$ cat src/source/smc_pkg.sv
// SMC shared definitions: APB register map, configuration word layout and reset values
package smc_pkg;

  // --------------------------------------------------
  // Bus widths
  // --------------------------------------------------
  localparam int APB_ADDR_W = 5;   // APB byte address
  localparam int DATA_W     = 32;  // APB, host and memory data

  // --------------------------------------------------
  // Register map
  // --------------------------------------------------
  localparam logic [APB_ADDR_W-1:0] REG_TIMING  = 5'h00;  // Setup/wait/hold counts
  localparam logic [APB_ADDR_W-1:0] REG_CS_CTRL = 5'h04;  // Bank enables

  // --------------------------------------------------
  // Configuration word
  // --------------------------------------------------
  // Same 32 bits, decoded by register address
  typedef union packed {
    // Timing register view, LSB first: setup, rd wait, wr wait, hold
    struct packed {
      logic [19:0] rsvd;     // Stored as zero
      logic [1:0]  hold;     // Cycles with cs low, strobes high
      logic [3:0]  wr_wait;  // we_n low for wr_wait+1
      logic [3:0]  rd_wait;  // oe_n low for rd_wait+1
      logic [1:0]  setup;    // Cycles of cs low before strobe
    } tm;
    // Chip-select register view
    struct packed {
      logic [27:0] rsvd;     // Stored as zero
      logic [3:0]  en;       // One enable per bank
    } cs;
  } cfg_word_u;

  // --------------------------------------------------
  // Reset values
  // --------------------------------------------------
  // hold 1 | wr_wait 1 | rd_wait 2 | setup 1
  localparam cfg_word_u TIMING_RST  = 32'h0000_0449;
  localparam cfg_word_u CS_CTRL_RST = 32'h0000_000f;  // All four banks on

endpackage

$ cat src/source/smc_apb_if.sv
// APB-lite slave for the SMC: access-phase decode into register write strobes, read mux
`timescale 1ns/1ps

module smc_apb_if
  import smc_pkg::*;
(
  input  logic                  pclk,        // Only clocks the checks below
  input  logic                  rst_n,
  input  logic                  psel,
  input  logic                  penable,
  input  logic                  pwrite,
  input  logic [APB_ADDR_W-1:0] paddr,
  input  logic [DATA_W-1:0]     pwdata,
  input  cfg_word_u             timing_q,    // Stored timing word
  input  cfg_word_u             cs_ctrl_q,   // Stored chip-select word
  output logic [DATA_W-1:0]     prdata,
  output logic                  wr_timing,   // One-cycle write strobe
  output logic                  wr_cs_ctrl,  // One-cycle write strobe
  output logic [DATA_W-1:0]     wr_data
);

  logic access_wr;  // Write in access phase

  // --------------------------------------------------
  // Write decode
  // --------------------------------------------------
  // Two-cycle transfer, no wait states, so access phase is one cycle
  assign access_wr = psel & penable & pwrite;

  always_comb
  begin
    wr_timing  = 1'b0;
    wr_cs_ctrl = 1'b0;
    if (access_wr)
    begin
      case (paddr)
        REG_TIMING:  wr_timing  = 1'b1;
        REG_CS_CTRL: wr_cs_ctrl = 1'b1;
        default:     ;                   // Unmapped, dropped
      endcase
    end
  end

  assign wr_data = pwdata;  // Regs pick their own fields

  // --------------------------------------------------
  // Read mux
  // --------------------------------------------------
  // Address only, not qualified by psel
  always_comb
  begin
    case (paddr)
      REG_TIMING:  prdata = timing_q;
      REG_CS_CTRL: prdata = cs_ctrl_q;
      default:     prdata = '0;         // Hole in map reads zero
    endcase
  end

  // --------------------------------------------------
  // Checks
  // --------------------------------------------------
  // One register per access phase
  a_one_strobe: assert property (
    @(posedge pclk) disable iff (!rst_n)
    !(wr_timing && wr_cs_ctrl)
  );

  // A strobe only ever ends an APB write transfer started a cycle before
  a_strobe_after_setup: assert property (
    @(posedge pclk) disable iff (!rst_n)
    (wr_timing || wr_cs_ctrl) |-> $past(psel && !penable && pwrite)
  );

endmodule

$ cat src/source/smc_cfg_regs.sv
// SMC configuration registers: timing counts and bank enables, loaded from the APB slave
`timescale 1ns/1ps

module smc_cfg_regs
  import smc_pkg::*;
#(
  parameter int NUM_CS = 4  // Banks present, 2 or 4
)
(
  input  logic              pclk,
  input  logic              rst_n,
  input  logic              wr_timing,
  input  logic              wr_cs_ctrl,
  input  logic [DATA_W-1:0] wr_data,
  output cfg_word_u         timing_q,
  output cfg_word_u         cs_ctrl_q
);

  // Enables above NUM_CS never stick
  localparam logic [3:0] EN_MASK = 4'((1 << NUM_CS) - 1);

  cfg_word_u wr_word;  // Incoming word, seen through either view

  assign wr_word = wr_data;

  // --------------------------------------------------
  // Timing register
  // --------------------------------------------------
  always_ff @(posedge pclk)
  begin
    if (!rst_n)
    begin
      timing_q <= TIMING_RST;
    end
    else if (wr_timing)
    begin
      timing_q.tm.setup   <= wr_word.tm.setup;
      timing_q.tm.rd_wait <= wr_word.tm.rd_wait;
      timing_q.tm.wr_wait <= wr_word.tm.wr_wait;
      timing_q.tm.hold    <= wr_word.tm.hold;
      timing_q.tm.rsvd    <= '0;              // Reads back as zero
    end
  end

  // --------------------------------------------------
  // Chip-select register
  // --------------------------------------------------
  always_ff @(posedge pclk)
  begin
    if (!rst_n)
    begin
      cs_ctrl_q <= CS_CTRL_RST & 32'(EN_MASK);  // Only banks that exist
    end
    else if (wr_cs_ctrl)
    begin
      cs_ctrl_q.cs.en   <= wr_word.cs.en & EN_MASK;
      cs_ctrl_q.cs.rsvd <= '0;
    end
  end

endmodule

$ cat src/source/smc_req_stage.sv
// SMC request stage: four-phase host handshake feeding a one-entry request buffer
`timescale 1ns/1ps

module smc_req_stage
  import smc_pkg::*;
#(
  parameter int ADDR_W = 16
)
(
  input  logic              pclk,
  input  logic              rst_n,
  input  logic              host_req,
  input  logic              host_we,
  input  logic [ADDR_W-1:0] host_addr,
  input  logic [DATA_W-1:0] host_wdata,
  input  logic              req_ready,   // Timing stage idle
  output logic              host_ack,
  output logic              req_valid,
  output logic              req_we,
  output logic [ADDR_W-1:0] req_addr,
  output logic [DATA_W-1:0] req_wdata
);

  // Handshake states
  localparam logic WAIT_REQ  = 1'b0;  // ack low, watching req
  localparam logic WAIT_DROP = 1'b1;  // ack high, waiting for req low

  logic              hs_state;
  logic              buf_valid;  // Entry held for timing stage
  logic              buf_we;
  logic [ADDR_W-1:0] buf_addr;
  logic [DATA_W-1:0] buf_wdata;
  logic              accept;     // Capture this cycle
  logic              taken;      // Handed to timing stage

  assign accept = (hs_state == WAIT_REQ) && host_req && !buf_valid;  // Full buffer holds ack
  assign taken  = buf_valid && req_ready;

  // --------------------------------------------------
  // Four-phase FSM and buffer valid
  // --------------------------------------------------
  always_ff @(posedge pclk)
  begin
    if (!rst_n)
    begin
      hs_state  <= WAIT_REQ;
      buf_valid <= 1'b0;
    end
    else
    begin
      case (hs_state)
        WAIT_REQ:  if (accept) hs_state <= WAIT_DROP;
        WAIT_DROP: if (!host_req) hs_state <= WAIT_REQ;   // ack falls next cycle
        default:   hs_state <= WAIT_REQ;
      endcase
      if (accept)
        buf_valid <= 1'b1;
      else if (taken)
        buf_valid <= 1'b0;
    end
  end

  // Request payload
  always_ff @(posedge pclk)
  begin
    if (accept)
    begin
      buf_we    <= host_we;
      buf_addr  <= host_addr;
      buf_wdata <= host_wdata;
    end
  end

  assign host_ack  = (hs_state == WAIT_DROP);
  assign req_valid = buf_valid;
  assign req_we    = buf_we;
  assign req_addr  = buf_addr;
  assign req_wdata = buf_wdata;

  // --------------------------------------------------
  // Checks
  // --------------------------------------------------
  a_no_ack_when_full: assert property (
    @(posedge pclk) disable iff (!rst_n)
    $rose(host_ack) |-> !$past(buf_valid)
  );

  // Stalled request holds still until the timing stage takes it
  a_hold_when_stalled: assert property (
    @(posedge pclk) disable iff (!rst_n)
    (req_valid && !req_ready) |=> req_valid && $stable({req_we, req_addr, req_wdata})
  );

endmodule

$ cat src/source/smc_timing_stage.sv
// SMC timing stage: bank decode, setup/strobe/hold sequencing of SRAM strobes, read return
`timescale 1ns/1ps

module smc_timing_stage
  import smc_pkg::*;
#(
  parameter int ADDR_W = 16,
  parameter int NUM_CS = 4
)
(
  input  logic              pclk,
  input  logic              rst_n,
  input  logic              req_valid,
  input  logic              req_we,
  input  logic [ADDR_W-1:0] req_addr,
  input  logic [DATA_W-1:0] req_wdata,
  input  cfg_word_u         timing_q,
  input  cfg_word_u         cs_ctrl_q,
  input  logic [DATA_W-1:0] mem_rdata,
  output logic              req_ready,
  output logic [NUM_CS-1:0] mem_cs_n,
  output logic              mem_oe_n,
  output logic              mem_we_n,
  output logic [ADDR_W-1:0] mem_addr,
  output logic [DATA_W-1:0] mem_wdata,
  output logic              rd_valid,
  output logic [DATA_W-1:0] rd_data
);

  localparam int CS_W = $clog2(NUM_CS);  // Bank index bits, top of address

  // Phases
  localparam logic [1:0] PH_IDLE   = 2'd0;
  localparam logic [1:0] PH_SETUP  = 2'd1;
  localparam logic [1:0] PH_STROBE = 2'd2;
  localparam logic [1:0] PH_HOLD   = 2'd3;

  logic [1:0]        phase;
  logic [3:0]        cnt;       // Cycles left in phase, minus one
  logic [3:0]        wait_q;    // rd or wr wait, chosen at transfer
  logic [1:0]        hold_q;
  logic              we_q;
  logic              en_q;      // Selected bank enabled
  logic [ADDR_W-1:0] addr_q;
  logic [DATA_W-1:0] wdata_q;
  logic [CS_W-1:0]   req_bank;
  logic [NUM_CS-1:0] bank_sel;  // One-hot of latched address
  logic              xfer;
  logic              strobe_end;

  assign req_ready  = (phase == PH_IDLE);
  assign xfer       = req_valid && req_ready;
  assign strobe_end = (phase == PH_STROBE) && (cnt == 4'd0);
  assign req_bank   = req_addr[ADDR_W-1 -: CS_W];

  // --------------------------------------------------
  // Phase sequencer
  // --------------------------------------------------
  always_ff @(posedge pclk)
  begin
    if (!rst_n)
    begin
      phase <= PH_IDLE;
      cnt   <= '0;
    end
    else
    begin
      case (phase)
        PH_IDLE:
        begin
          if (xfer)
          begin
            if (timing_q.tm.setup != 2'd0)
            begin
              phase <= PH_SETUP;
              cnt   <= 4'(timing_q.tm.setup) - 4'd1;
            end
            else
            begin
              phase <= PH_STROBE;  // Zero setup, straight to strobe
              cnt   <= req_we ? timing_q.tm.wr_wait : timing_q.tm.rd_wait;
            end
          end
        end
        PH_SETUP:
        begin
          if (cnt == 4'd0)
          begin
            phase <= PH_STROBE;
            cnt   <= wait_q;      // wait+1 cycles of strobe
          end
          else
            cnt <= cnt - 4'd1;
        end
        PH_STROBE:
        begin
          if (strobe_end)
          begin
            phase <= (hold_q != 2'd0) ? PH_HOLD : PH_IDLE;
            cnt   <= 4'(hold_q) - 4'd1;
          end
          else
            cnt <= cnt - 4'd1;
        end
        default:  // PH_HOLD
        begin
          if (cnt == 4'd0)
            phase <= PH_IDLE;
          else
            cnt <= cnt - 4'd1;
        end
      endcase
    end
  end

  // Access fields, frozen for the whole access
  always_ff @(posedge pclk)
  begin
    if (xfer)
    begin
      we_q    <= req_we;
      wait_q  <= req_we ? timing_q.tm.wr_wait : timing_q.tm.rd_wait;
      hold_q  <= timing_q.tm.hold;
      en_q    <= cs_ctrl_q.cs.en[req_bank];
      addr_q  <= req_addr;
      wdata_q <= req_wdata;
    end
  end

  // --------------------------------------------------
  // Read return
  // --------------------------------------------------
  // Sampled on last strobe cycle, pulse lands in first hold or idle cycle
  always_ff @(posedge pclk)
  begin
    if (!rst_n)
      rd_valid <= 1'b0;
    else
      rd_valid <= strobe_end && !we_q;
  end

  always_ff @(posedge pclk)
  begin
    if (strobe_end && !we_q)
      rd_data <= en_q ? mem_rdata : '0;  // Disabled bank reads zero
  end

  // --------------------------------------------------
  // Memory strobes
  // --------------------------------------------------
  assign bank_sel  = NUM_CS'(1) << addr_q[ADDR_W-1 -: CS_W];
  assign mem_cs_n  = ~(bank_sel & {NUM_CS{(phase != PH_IDLE) && en_q}});
  assign mem_oe_n  = !((phase == PH_STROBE) && !we_q && en_q);
  assign mem_we_n  = !((phase == PH_STROBE) && we_q && en_q);
  assign mem_addr  = addr_q;   // Full address, bank bits included
  assign mem_wdata = wdata_q;

  // --------------------------------------------------
  // Checks
  // --------------------------------------------------
  a_oe_we_excl: assert property (
    @(posedge pclk) disable iff (!rst_n)
    !(!mem_oe_n && !mem_we_n)
  );

  a_one_cs: assert property (
    @(posedge pclk) disable iff (!rst_n)
    $onehot0(~mem_cs_n)
  );

endmodule

$ cat src/source/smc_top.sv
// SMC top level: APB configuration slave, config registers and the two-stage host pipeline
`timescale 1ns/1ps

module smc_top
  import smc_pkg::*;
#(
  parameter int ADDR_W = 16,  // Host and memory address
  parameter int NUM_CS = 4    // Banks, power of two
)
(
  input  logic                  pclk,
  input  logic                  rst_n,
  // APB
  input  logic                  psel,
  input  logic                  penable,
  input  logic                  pwrite,
  input  logic [APB_ADDR_W-1:0] paddr,
  input  logic [DATA_W-1:0]     pwdata,
  output logic [DATA_W-1:0]     prdata,
  // Host
  input  logic                  host_req,
  output logic                  host_ack,
  input  logic                  host_we,
  input  logic [ADDR_W-1:0]     host_addr,
  input  logic [DATA_W-1:0]     host_wdata,
  output logic                  rd_valid,
  output logic [DATA_W-1:0]     rd_data,
  // SRAM
  output logic [NUM_CS-1:0]     mem_cs_n,
  output logic                  mem_oe_n,
  output logic                  mem_we_n,
  output logic [ADDR_W-1:0]     mem_addr,
  output logic [DATA_W-1:0]     mem_wdata,
  input  logic [DATA_W-1:0]     mem_rdata
);

  logic              wr_timing;
  logic              wr_cs_ctrl;
  logic [DATA_W-1:0] wr_data;
  cfg_word_u         timing_q;
  cfg_word_u         cs_ctrl_q;
  // Stage link
  logic              req_valid;
  logic              req_ready;
  logic              req_we;
  logic [ADDR_W-1:0] req_addr;
  logic [DATA_W-1:0] req_wdata;

  smc_apb_if i_smc_apb_if (
    .pclk, .rst_n, .psel, .penable, .pwrite, .paddr, .pwdata,
    .timing_q, .cs_ctrl_q, .prdata, .wr_timing, .wr_cs_ctrl, .wr_data
  );

  smc_cfg_regs #(.NUM_CS(NUM_CS)) i_smc_cfg_regs (
    .pclk, .rst_n, .wr_timing, .wr_cs_ctrl, .wr_data, .timing_q, .cs_ctrl_q
  );

  smc_req_stage #(.ADDR_W(ADDR_W)) i_smc_req_stage (
    .pclk, .rst_n, .host_req, .host_we, .host_addr, .host_wdata, .req_ready,
    .host_ack, .req_valid, .req_we, .req_addr, .req_wdata
  );

  smc_timing_stage #(.ADDR_W(ADDR_W), .NUM_CS(NUM_CS)) i_smc_timing_stage (
    .pclk, .rst_n, .req_valid, .req_we, .req_addr, .req_wdata,
    .timing_q, .cs_ctrl_q, .mem_rdata, .req_ready,
    .mem_cs_n, .mem_oe_n, .mem_we_n, .mem_addr, .mem_wdata, .rd_valid, .rd_data
  );

endmodule

$ cat config.mk
export PLATFORM = sky130hd
export DESIGN_NAME = smc_top
export DESIGN_NICKNAME = d
export VERILOG_FILES = /design/src/source/smc_pkg.sv /design/src/source/smc_apb_if.sv /design/src/source/smc_cfg_regs.sv /design/src/source/smc_req_stage.sv /design/src/source/smc_timing_stage.sv /design/src/source/smc_top.sv
export SDC_FILE = /design/constraint.sdc
export NUM_CORES = 1
export LEC_CHECK = 0
export BUFFER_PORTS_ARGS = -buffer_cell sky130_fd_sc_hd__buf_4
export CAP_MARGIN = 20
export CORE_MARGIN = 1
export CORE_UTILIZATION = 43
export CTS_BUF_LIST = sky130_fd_sc_hd__clkbuf_16
export CTS_CLUSTER_DIAMETER = 60
export DETAILED_ROUTE_END_ITERATION = 12
export GPL_ROUTABILITY_DRIVEN = 0
export MAX_ROUTING_LAYER = met4
export PLACE_DENSITY = 0.75
export SLEW_MARGIN = 20
export SYNTH_ARGS = -nofsm -noshare
export SYNTH_HDL_FRONTEND = slang
export SYNTH_SLANG_ARGS = --single-unit
$ cat constraint.sdc
create_clock -name pclk -period 4.15 [get_ports pclk]
set_clock_uncertainty 0.15 [all_clocks]
set_input_delay 0.6225 -clock pclk [delete_from_list [all_inputs] [get_ports pclk]]
set_output_delay 0.6225 -clock pclk [all_outputs]
set_load 0.02 [all_outputs]
==> impl_metrics.csv, run 1 <==
group,metric,value,unit
run_status,status,"complete, no violations",
clock_tree,clock-sinks,162,
setup_path,required,3380,ps
routing,drc,0,
floorplanning,rows,42,
hold_path,hold_end,"i_smc_req_stage.req_wdata[7]$_DFFE_PP_",
placed_design,placed_area,7560,sq um
floorplanning,dieArea,14300,sq um
setup_path,cp_cell_sequence,"or4b_2 > buf_4",
pwr,clkPwrFrac,35.4,%
floorplanning,fp.coreArea,13300,sq um
yosys,synth_area,5940,sq um
grt,overflow,0,
routing,drt_iter0_markers,151,
clock_tree,clk-insertion-delay-late,410,ps
floorplanning,die_w,119,um
routing,vias,3626,
finish,area_delta_synth_final,36.4,%
setup_path,crit_path_max_fanout,38,
setup_path,endpoint_kind,"output port",
grt,grt_pass1_vias,3492,
routing,postRouteWirelength,11700,um
yosys,seq_area_frac_synth,77.7,%
routing,wire_per_inst,15.4,um
setup_path,crit_type,"reg2out",
setup_path,r2r-start,"i_smc_timing_stage.phase[0]$_SDFFE_PN0P_",
finish,antenna_cells,0,
pwr,p_switching,1.00,mW
clock_tree,numCtsBuffers,17,
yosys,synthCells,361,
routing,wl_met2,5600,um
clock_tree,cts_setup_buffers,0,
routing,wl_met3,1350,um
setup_path,worstReg2RegEnd,"i_smc_timing_stage.mem_wdata[24]$_DFFE_PP_",
routing,vias_per_cell,4.76,
routing,first_pass_iters,4,
finish,final_cell_mix,"206 x buf_4, 137 x edfxtp_1, 32 x and2_1, 25 x dfxtp_1, 20 x conb_1",
timing,final.setup.worst_slack,1190,ps
pwr,ir_drop,0.000315,V
clock_tree,clkTransAtPathRegs,60,ps
pwr,sw_frac_of_total,25.5,%
grt,grt_pass1_wl,17700,um
setup_path,worst-path-buf-inv,1,
hold_path,holdPathStages,1,
clock_tree,hold_buffers,0,
hold_path,hold_class,"in2reg",
finish,drive_gt1_share,43.1,%
timing,fmax,0.338,GHz
setup_path,worstRegToRegCells,4,
timing,hold_viol,0,
placed_design,place_hpwl,8490,um
grt,track_usage,17.2,%
hold_path,worstHoldStart,"host_wdata[7]",
timing,finalSetupTns,0,ps
yosys,yosysTopAreaCell,"edfxtp_1",
setup_path,cp-startpoint,"i_smc_timing_stage.en_q$_DFFE_PP_",
yosys,synth-edff-count,137,
floorplanning,die_h,119,um
timing,slew_viol_final,0,
timing,rsz0062_at_grt,"no",
clock_tree,clockBufferDepth,2,
routing,highest_layer,"met4",
floorplanning,ios,244,
clock_tree,htreeDepth,4,
timing,min_period,2960,ps
yosys,synth.area.top_cells,"edfxtp_1 69%, dfxtp_1 8.4%, and2_1 3.4%",
setup_path,cpMaxStageDelayCell,"edfxtp_1",
clock_tree,post_cts_resized,0,
routing,wl_met1,4590,um
grt,antenna_found_initial,0,
timing,tightest_slew,959,ps
finish,final_nets,699,
setup_path,critPathArrivalTime,2190,ps
timing,whs,229,ps
routing,ant_nets,0,
grt,grt_max_degree,46,
placed_design,portBuffers,203,
yosys,synth-seq-cells,162,
yosys,synth_cell_types,46,
finish,fin_util,60.7,%
setup_path,crit_family,"flip-flops",
pwr,p_leak,3.23,nW
setup_path,startpoint_type,"flip-flop",
timing,relSlewSlack,35.9,%
yosys,synth.top_cell.area_share,69.3,%
yosys,async_reset_ff_share,0,%
placed_design,post-place-ws,1470,ps
clock_tree,cts_tree,"yes",
pwr,combPwrFrac,13.9,%
clock_tree,cts_root_buffer,"clkbuf_16",
timing,setup_viol_count_final,0,
pwr,seq_power_share,50.7,%
pwr,power_density,484,nW/um^2
yosys,yosys_most_used_dff,"edfxtp_1",
floorplanning,start_util,44.5,%
yosys,synth_area_per_cell,16.4,sq um
setup_path,r2r_setup_slack,1710,ps
flow_run,max_cap_violations,0,
finish,layout_commonest_cell,"buf_4",
setup_path,max_stage_delay,950,ps
pwr,internal_power,2.92,mW
finish,stdcell_area,8100,sq um
timing,min_period_over_period,71.4,%
yosys,yosysWarnings,0,
==> final cells by class <==
| class | count | area, sq um |
|---|---|---|
| Multi-Input combinational cell | 176 | 1150 |
| Fill cell | 1011 | 5250 |
| Clock inverter | 15 | 111 |
| Tap cell | 176 | 220 |
| Clock buffer | 17 | 425 |
| Sequential cell | 162 | 4610 |
| Timing Repair Buffer | 206 | 1550 |
| Inverter | 9 | 33.8 |
==> registers in the layout, summed over array words and instances, names as in the netlist <==
| register | count |
|---|---|
| i_smc_req_stage.req_we | 1 |
| i_smc_timing_stage.rd_data | 32 |
| i_smc_timing_stage.we_q | 1 |
| i_smc_timing_stage.rd_valid | 1 |
| i_smc_req_stage.req_wdata | 32 |
| i_smc_timing_stage.wait_q | 4 |
| i_smc_timing_stage.mem_addr | 16 |
| i_smc_req_stage.req_addr | 16 |
| i_smc_req_stage.req_valid | 1 |
| i_smc_req_stage.host_ack | 1 |
| i_smc_timing_stage.en_q | 1 |
| i_smc_timing_stage.mem_wdata | 32 |
| i_smc_timing_stage.cnt | 4 |
| i_smc_cfg_regs.cs_ctrl_q | 4 |
| i_smc_timing_stage.phase | 2 |
| i_smc_cfg_regs.timing_q | 12 |
| i_smc_timing_stage.hold_q | 2 |
==> worst max path at each step <==
stage,endpoint,cells past startpoint
2_1_floorplan,i_smc_timing_stage.rd_data[0]$_SDFFCE_PN0P_,5
3_3_place_gp,prdata[3],5
3_5_place_dp,prdata[8],4
4_1_cts,mem_cs_n[0],2
5_1_grt,mem_cs_n[0],2
6_report,mem_cs_n[0],2
==> Yosys cell counts (all sizes together), types with 2 or more instances <==
cell,instances
o21ai,8
or2,2
ha,3
a22o,4
nor2b,3
mux2i,16
nor4,2
nor3,6
mux2,5
edfxtp,137
a31oi,4
buf,22
dfxtp,25
nand2,16
nor2,17
and3,8
nand3,4
a21oi,3
o221a,2
clkbuf,11
inv,9
and2,32
nand4b,2
==> worst reg2reg max path: stages, from the launching register on <==
cell and delay, ps:
dfxtp_1 460, nor2_1 300, nand2_1 140, inv_2 720
buf_4 370
==> metal layers <==
layer	track usage [%]	vias to the layer above
li1	-	1720
met4	7.81	0
met1	19.0	1689
met5	-	-
met3	7.84	22
met2	26.7	195
==> kinds of logic after synthesis <==
| group | Yosys count | synth area share, % |
|---|---|---|
| flip-flops | 162 | 77.7 |
| AND/OR/NAND/NOR | 100 | 9.44 |
| buffers and inverters | 42 | 4.34 |
| adder cells (fa/ha/maj) | 4 | 0.801 |
| multiplexers | 22 | 4.03 |
| AO/OA/AOI/OAI | 30 | 3.58 |
| other | 1 | 0.0632 |
==> per-stage QoR <==
| stage | power [mW] | instances |
|---|---|---|
| 2_1_floorplan | 2.33 | 380 |
| 3_3_place_gp | 2.55 | 729 |
| 3_5_place_dp | 2.56 | 729 |
| 4_1_cts | 3.96 | 761 |
| 5_1_grt | 4.07 | 761 |
| 6_report | 3.92 | 761 |
==> power by group through the flow <==
stage | logic (mW) | registers (mW) | clock network [mW]
2_1_floorplan | 0.256 | 2.08 | 0
3_3_place_gp | 0.530 | 2.02 | 0
3_5_place_dp | 0.544 | 2.02 | 0
4_1_cts | 0.547 | 1.99 | 1.42
5_1_grt | 0.584 | 2.00 | 1.49
6_report | 0.543 | 1.99 | 1.39
Power figures use the tool's default switching activity.
==> run 2: changes to the inputs <==
- clock period: 4.15 -> 2.5 ns (I/O delays scaled with it)
==> run 2 against run 1 <==
Hold slack got worse by 200 ps. Combinational power increased by 88%. Routed wire length increased by 10%. Clock power increased by 73%. Critical path depth unchanged. Sequential power increased by 65%. Sequential share of layout area decreased by 3.9 points. Power increased by 71%. Register-to-register slack got worse by 1400 ps. Critical endpoint unchanged. First-iteration DRC count increased by 38%.
==> impl_metrics.csv, run 2 (synthesized netlist as in run 1, its figures left out) <==
group,metric,value,unit
finish,layout_commonest_cell,"buf_4",
timing,setup_viol_count_final,0,
timing,rsz0062_at_grt,"no",
setup_path,max_stage_delay,720,ps
setup_path,required,1980,ps
pwr,power_density,773,nW/um^2
floorplanning,ios,244,
setup_path,startpoint_type,"flip-flop",
clock_tree,clock-sinks,162,
routing,wire_per_inst,15.9,um
finish,fill_cells,936,
routing,drt_iter0_markers,208,
routing,drc,0,
pwr,ir_drop,0.000502,V
grt,antenna_found_initial,0,
setup_path,crit_family,"simple AND/OR/NAND/NOR gates",
floorplanning,start_util,44.5,%
grt,track_usage,19.0,%
floorplanning,die_w,119,um
clock_tree,clk-insertion-delay-late,410,ps
setup_path,critPathArrivalTime,1820,ps
timing,whs,31.6,ps
setup_path,cpMaxStageDelayCell,"or4b_2",
pwr,p_leak,3.48,nW
grt,grt_pass1_vias,3911,
setup_path,endpoint_kind,"output port",
finish,antenna_cells,0,
flow_run,max_cap_violations,0,
setup_path,cp_cell_sequence,"or4b_2 > buf_4",
run_status,status,"complete, no violations",
timing,fmax,0.426,GHz
timing,hold_viol,0,
floorplanning,fp.coreArea,13300,sq um
setup_path,worst-path-buf-inv,1,
clock_tree,htreeDepth,4,
grt,grt_max_degree,50,
floorplanning,dieArea,14300,sq um
clock_tree,clockBufferDepth,2,
timing,finalSetupTns,0,ps
clock_tree,cts_tree,"yes",
routing,vias_per_cell,4.72,
hold_path,hold_class,"in2reg",
grt,overflow,0,
routing,postRouteWirelength,12900,um
routing,ant_nets,0,
grt,grt_pass1_wl,19500,um
timing,min_period,2350,ps
clock_tree,cts_root_buffer,"clkbuf_16",
setup_path,crit_path_max_fanout,5,
timing,min_period_over_period,93.8,%
floorplanning,rows,42,
floorplanning,die_h,119,um
finish,drive_gt1_share,40.4,%
placed_design,place_hpwl,8730,um
clock_tree,numCtsBuffers,17,
finish,final_nets,753,
timing,slew_viol_final,0,
finish,final_cell_mix,"208 x buf_4, 137 x edfxtp_1, 49 x dlygate4sd3_1, 32 x and2_1, 24 x dfxtp_1",
setup_path,crit_type,"reg2out",
finish,area_delta_synth_final,46.5,%
routing,first_pass_iters,6,
routing,vias,3846,
placed_design,portBuffers,203,
clock_tree,clkTransAtPathRegs,60,ps
[run 2: cell types whose count changed in the layout (fill, tap and decap cells not counted), sizes merged]
cell / change
buf: +5
dlygate4sd3: +49
clkinv: -4
bufinv: +1
clkinvlp: +2
inv: +1
[run 2: path summary, 6_finish.rpt]
| check | from | endpoint | slack [ps] | depth (start not counted) |
|---|---|---|---|---|
| worst max register to register | i_smc_timing_stage.cnt[0]$_SDFFE_PN0P_ | i_smc_timing_stage.cnt[3]$_SDFFE_PN0P_ | 320 | 6 |
| worst min register to register | i_smc_req_stage.req_wdata[6]$_DFFE_PP_ | i_smc_timing_stage.mem_wdata[6]$_DFFE_PP_ | 270 | 0 |
| worst max-delay path | i_smc_timing_stage.mem_addr[14]$_DFFE_PP_ | mem_cs_n[0] | 150 | 2 |
| worst min-delay path | pwdata[10] | i_smc_cfg_regs.timing_q[10]$_SDFFE_PN1P_ | 30 | 3 |
[run 2: layer usage]
metal / part of all wire, % / vias to the layer above / GRT usage (%)
met5: 0 / - / -
met1: 41 / 1798 / 21.5
li1: - / 1829 / -
met4: 1.1 / 0 / 8.36
met3: 10 / 11 / 7.32
met2: 48 / 208 / 29.9
[run 2: repair_timing]
action                                 CTS  global route
setup endpoints to repair                1             0
hold buffers                            49             0
setup buffers                            0             0
gates resized for setup                  1             0
endpoints found under the hold margin   49             0
[run 2: layout make-up]
type,count,area (sq um),area share (%)
Sequential cell,162,4620,53.1
Timing Repair Buffer,260,2110,24.3
Multi-Input combinational cell,176,1150,13.3
Clock buffer,17,425,4.89
Tap cell,176,220,2.53
Clock inverter,15,133,1.53
Inverter,9,33.8,0.389
[run 2: per-stage QoR]
| stage | setup WS [ps] | area, sq um | total power [mW] | utilization (%) | instances |
|---|---|---|---|---|---|
| finish | 154 | 8690 | 6.72 | 65.1 | 815 |
| global route | 97.6 | 8690 | 6.99 | 65.1 | 815 |
| CTS | 124 | 8690 | 6.78 | 65.1 | 815 |
| detailed placement | 293 | 7640 | 4.29 | 57.3 | 734 |
| global placement | 325 | 7640 | 4.26 | 57.3 | 734 |
| floorplan | 0.0719 | 6020 | 3.88 | - | 380 |
[run 2: worst reg2reg max path, cell delays in order (launching register included)]
cell and delay (ps):
dfxtp_1 320, inv_1 70, ha_1 200, or3b_1 570
maj3_1 450, a311oi_1 230, nor2_1 70
[run 2: where the power goes]
group	switching, mW	total (mW)	leakage [nW]	internal (mW)
logic	0.570	1.02	1.74	0.451
registers	0.0979	3.29	1.47	3.19
clock network	1.04	2.41	0.265	1.38
==> run 3: changes to the inputs <==
- RECOVER_POWER: default -> 100
==> run 3 against run 2 <==
Flip-flop and latch count unchanged. Combinational power decreased by 11%. Cell count unchanged. Sequential share of layout area increased by 2.6 points. Worst setup slack got worse by 6.9 ps. Die area unchanged. Count of clock-buffer cells in the layout unchanged. Critical path type unchanged.
==> impl_metrics.csv, run 3 (synthesized netlist as in run 1, its figures left out) <==
group,metric,value,unit
routing,ant_nets,0,
finish,multi_input_area,1130,sq um
grt,grt_use_met3,7.32,%
timing,setup_viol_count_final,0,
timing,rsz0062_at_grt,"no",
flow_run,max_cap_violations,0,
grt,antenna_found_initial,0,
routing,first_pass_iters,4,
setup_path,worstRegToRegCells,5,
clock_tree,clock-sinks,162,
grt,use_met2,29.9,%
timing,finalSetupTns,0,ps
grt,overflow,0,
placed_design,place_hpwl,8730,um
finish,drive_gt1_share,24.3,%
finish,seqCellArea,4620,sq um
timing,min_period,2350,ps
grt,top_usage_layer,"met2",
finish,layout_commonest_cell,"edfxtp_1",
pwr,p_leak,3.09,nW
grt,grt_max_degree,50,
clock_tree,numCtsBuffers,17,
floorplanning,ios,244,
finish,final_nets,753,
clock_tree,htreeDepth,4,
clock_tree,cts_root_buffer,"clkbuf_16",
setup_path,startpoint_type,"flip-flop",
routing,wire_per_inst,15.8,um
clock_tree,cts_tree,"yes",
finish,antenna_cells,0,
floorplanning,start_util,44.5,%
timing,tightest_slew,1280,ps
setup_path,worstReg2RegEnd,"i_smc_timing_stage.rd_data[13]$_SDFFCE_PN0P_",
timing,fmax,0.425,GHz
clock_tree,clockBufferDepth,2,
hold_path,holdPathStages,3,
pwr,ir_drop,0.000502,V
routing,drc,0,
floorplanning,die_h,119,um
timing,relSlewSlack,14.8,%
setup_path,r2r-start,"i_smc_timing_stage.cnt[0]$_SDFFE_PN0P_",
finish,fill_cells,1038,
pwr,total_power,6.61,mW
grt,grt_pass1_vias,3911,
setup_path,endpoint_kind,"output port",
setup_path,critPathArrivalTime,1830,ps
setup_path,crit_type,"reg2out",
placed_design,portBuffers,203,
grt,grt_pass1_wl,19500,um
grt,grtUsageMet1,21.5,%
hold_path,worstHoldStart,"pwdata[10]",
routing,drt_iter0_markers,217,
setup_path,r2r_setup_slack,250,ps
floorplanning,dieArea,14300,sq um
floorplanning,rows,42,
timing,hold_viol,0,
routing,vias_per_cell,4.72,
run_status,status,"complete, no violations",
setup_path,crit_path_max_fanout,5,
pwr,power_density,798,nW/um^2
placed_design,dp.cells,734,
floorplanning,die_w,119,um
floorplanning,fp.coreArea,13300,sq um
timing,whs,27.0,ps
clock_tree,cts_setup_buffers,0,
hold_path,hold_end,"i_smc_cfg_regs.timing_q[10]$_SDFFE_PN1P_",
finish,instances_no_fill,815,
routing,vias,3849,
timing,slew_viol_final,0,
finish,area_delta_synth_final,39.6,%
finish,final_cell_mix,"137 x edfxtp_1, 94 x clkbuf_1, 58 x buf_4, 50 x clkbuf_4, 49 x dlygate4sd3_1",
grt,track_usage,19.0,%
routing,postRouteWirelength,12900,um
setup_path,required,1980,ps
timing,min_period_over_period,94.1,%
hold_path,hold_class,"in2reg",
clock_tree,clkTransAtPathRegs,60,ps
clock_tree,clk-insertion-delay-late,420,ps
==> run 3: changes by cell type in the layout (fill, tap and decap cells not counted), moves of 2 or more <==
cell      change
and2_0       +14
and2_1       -14
buf_4       -150
clkbuf_1     +94
clkbuf_2      +7
clkbuf_4     +50
mux2_1        +4
mux2_2        -4
nor3_1        +2
nor3_4        -2
==> run 3: worst max-delay path by stage <==
| stage | slack [ps] | to | from |
|---|---|---|---|
| 2_1_floorplan | 0.07 | i_smc_timing_stage.rd_data[0]$_SDFFCE_PN0P_ | i_smc_timing_stage.cnt[0]$_SDFFE_PN0P_ |
| 3_3_place_gp | 330 | prdata[3] | paddr[1] |
| 3_5_place_dp | 290 | prdata[2] | paddr[1] |
| 4_1_cts | 120 | mem_cs_n[0] | i_smc_timing_stage.mem_addr[14]$_DFFE_PP_ |
| 5_1_grt | 90 | prdata[0] | paddr[1] |
| 6_report | 150 | mem_cs_n[0] | i_smc_timing_stage.mem_addr[14]$_DFFE_PP_ |
==> run 3: worst max-delay path, stage by stage, from the launching register on <==
cell and delay [ps]:
edfxtp_1 500, or4b_2 720, clkbuf_2 190
==> run 3: area by class of cell <==
type / count / share of cell area (%)
Multi-Input combinational cell: 176 / 13.6
Inverter: 9 / 0.408
Timing Repair Buffer: 260 / 20.9
Clock inverter: 15 / 1.60
Tap cell: 176 / 2.66
Clock buffer: 17 / 5.14
Sequential cell: 162 / 55.7
==> run 3: stage by stage <==
| stage | cell area, sq um | setup slack, ps | util (%) |
|---|---|---|---|
| detailed placement | 7640 | 293 | 57.3 |
| floorplan | 6020 | 0.0719 | - |
| finish | 8280 | 147 | 62.1 |
| global route | 8280 | 88.5 | 62.1 |
| global placement | 7640 | 325 | 57.3 |
| CTS | 8690 | 124 | 65.1 |
==> run 3: timing repair <==
item | 4_1_cts | 5_1_grt
resized for setup | 1 | 0
hold buffers | 49 | 0
hold endpoints to repair | 49 | 0
setup endpoints to repair | 1 | 0
==> run 3: where the power goes <==
group	switching, mW	total (mW)	internal (mW)	leakage, nW
Sequential	0.0944	3.29	3.19	1.47
Combinational	0.557	0.907	0.350	1.35
Clock	1.04	2.42	1.38	0.265
Total	1.70	6.61	4.92	3.09
==> run 3: metal layers <==
metal	part of all wire (%)	vias to the layer above	wire, um
li1	-	1830	-
met1	41	1807	5270
met2	47	194	6110
met3	10	18	1300
met4	1.7	0	216
met5	0	-	0
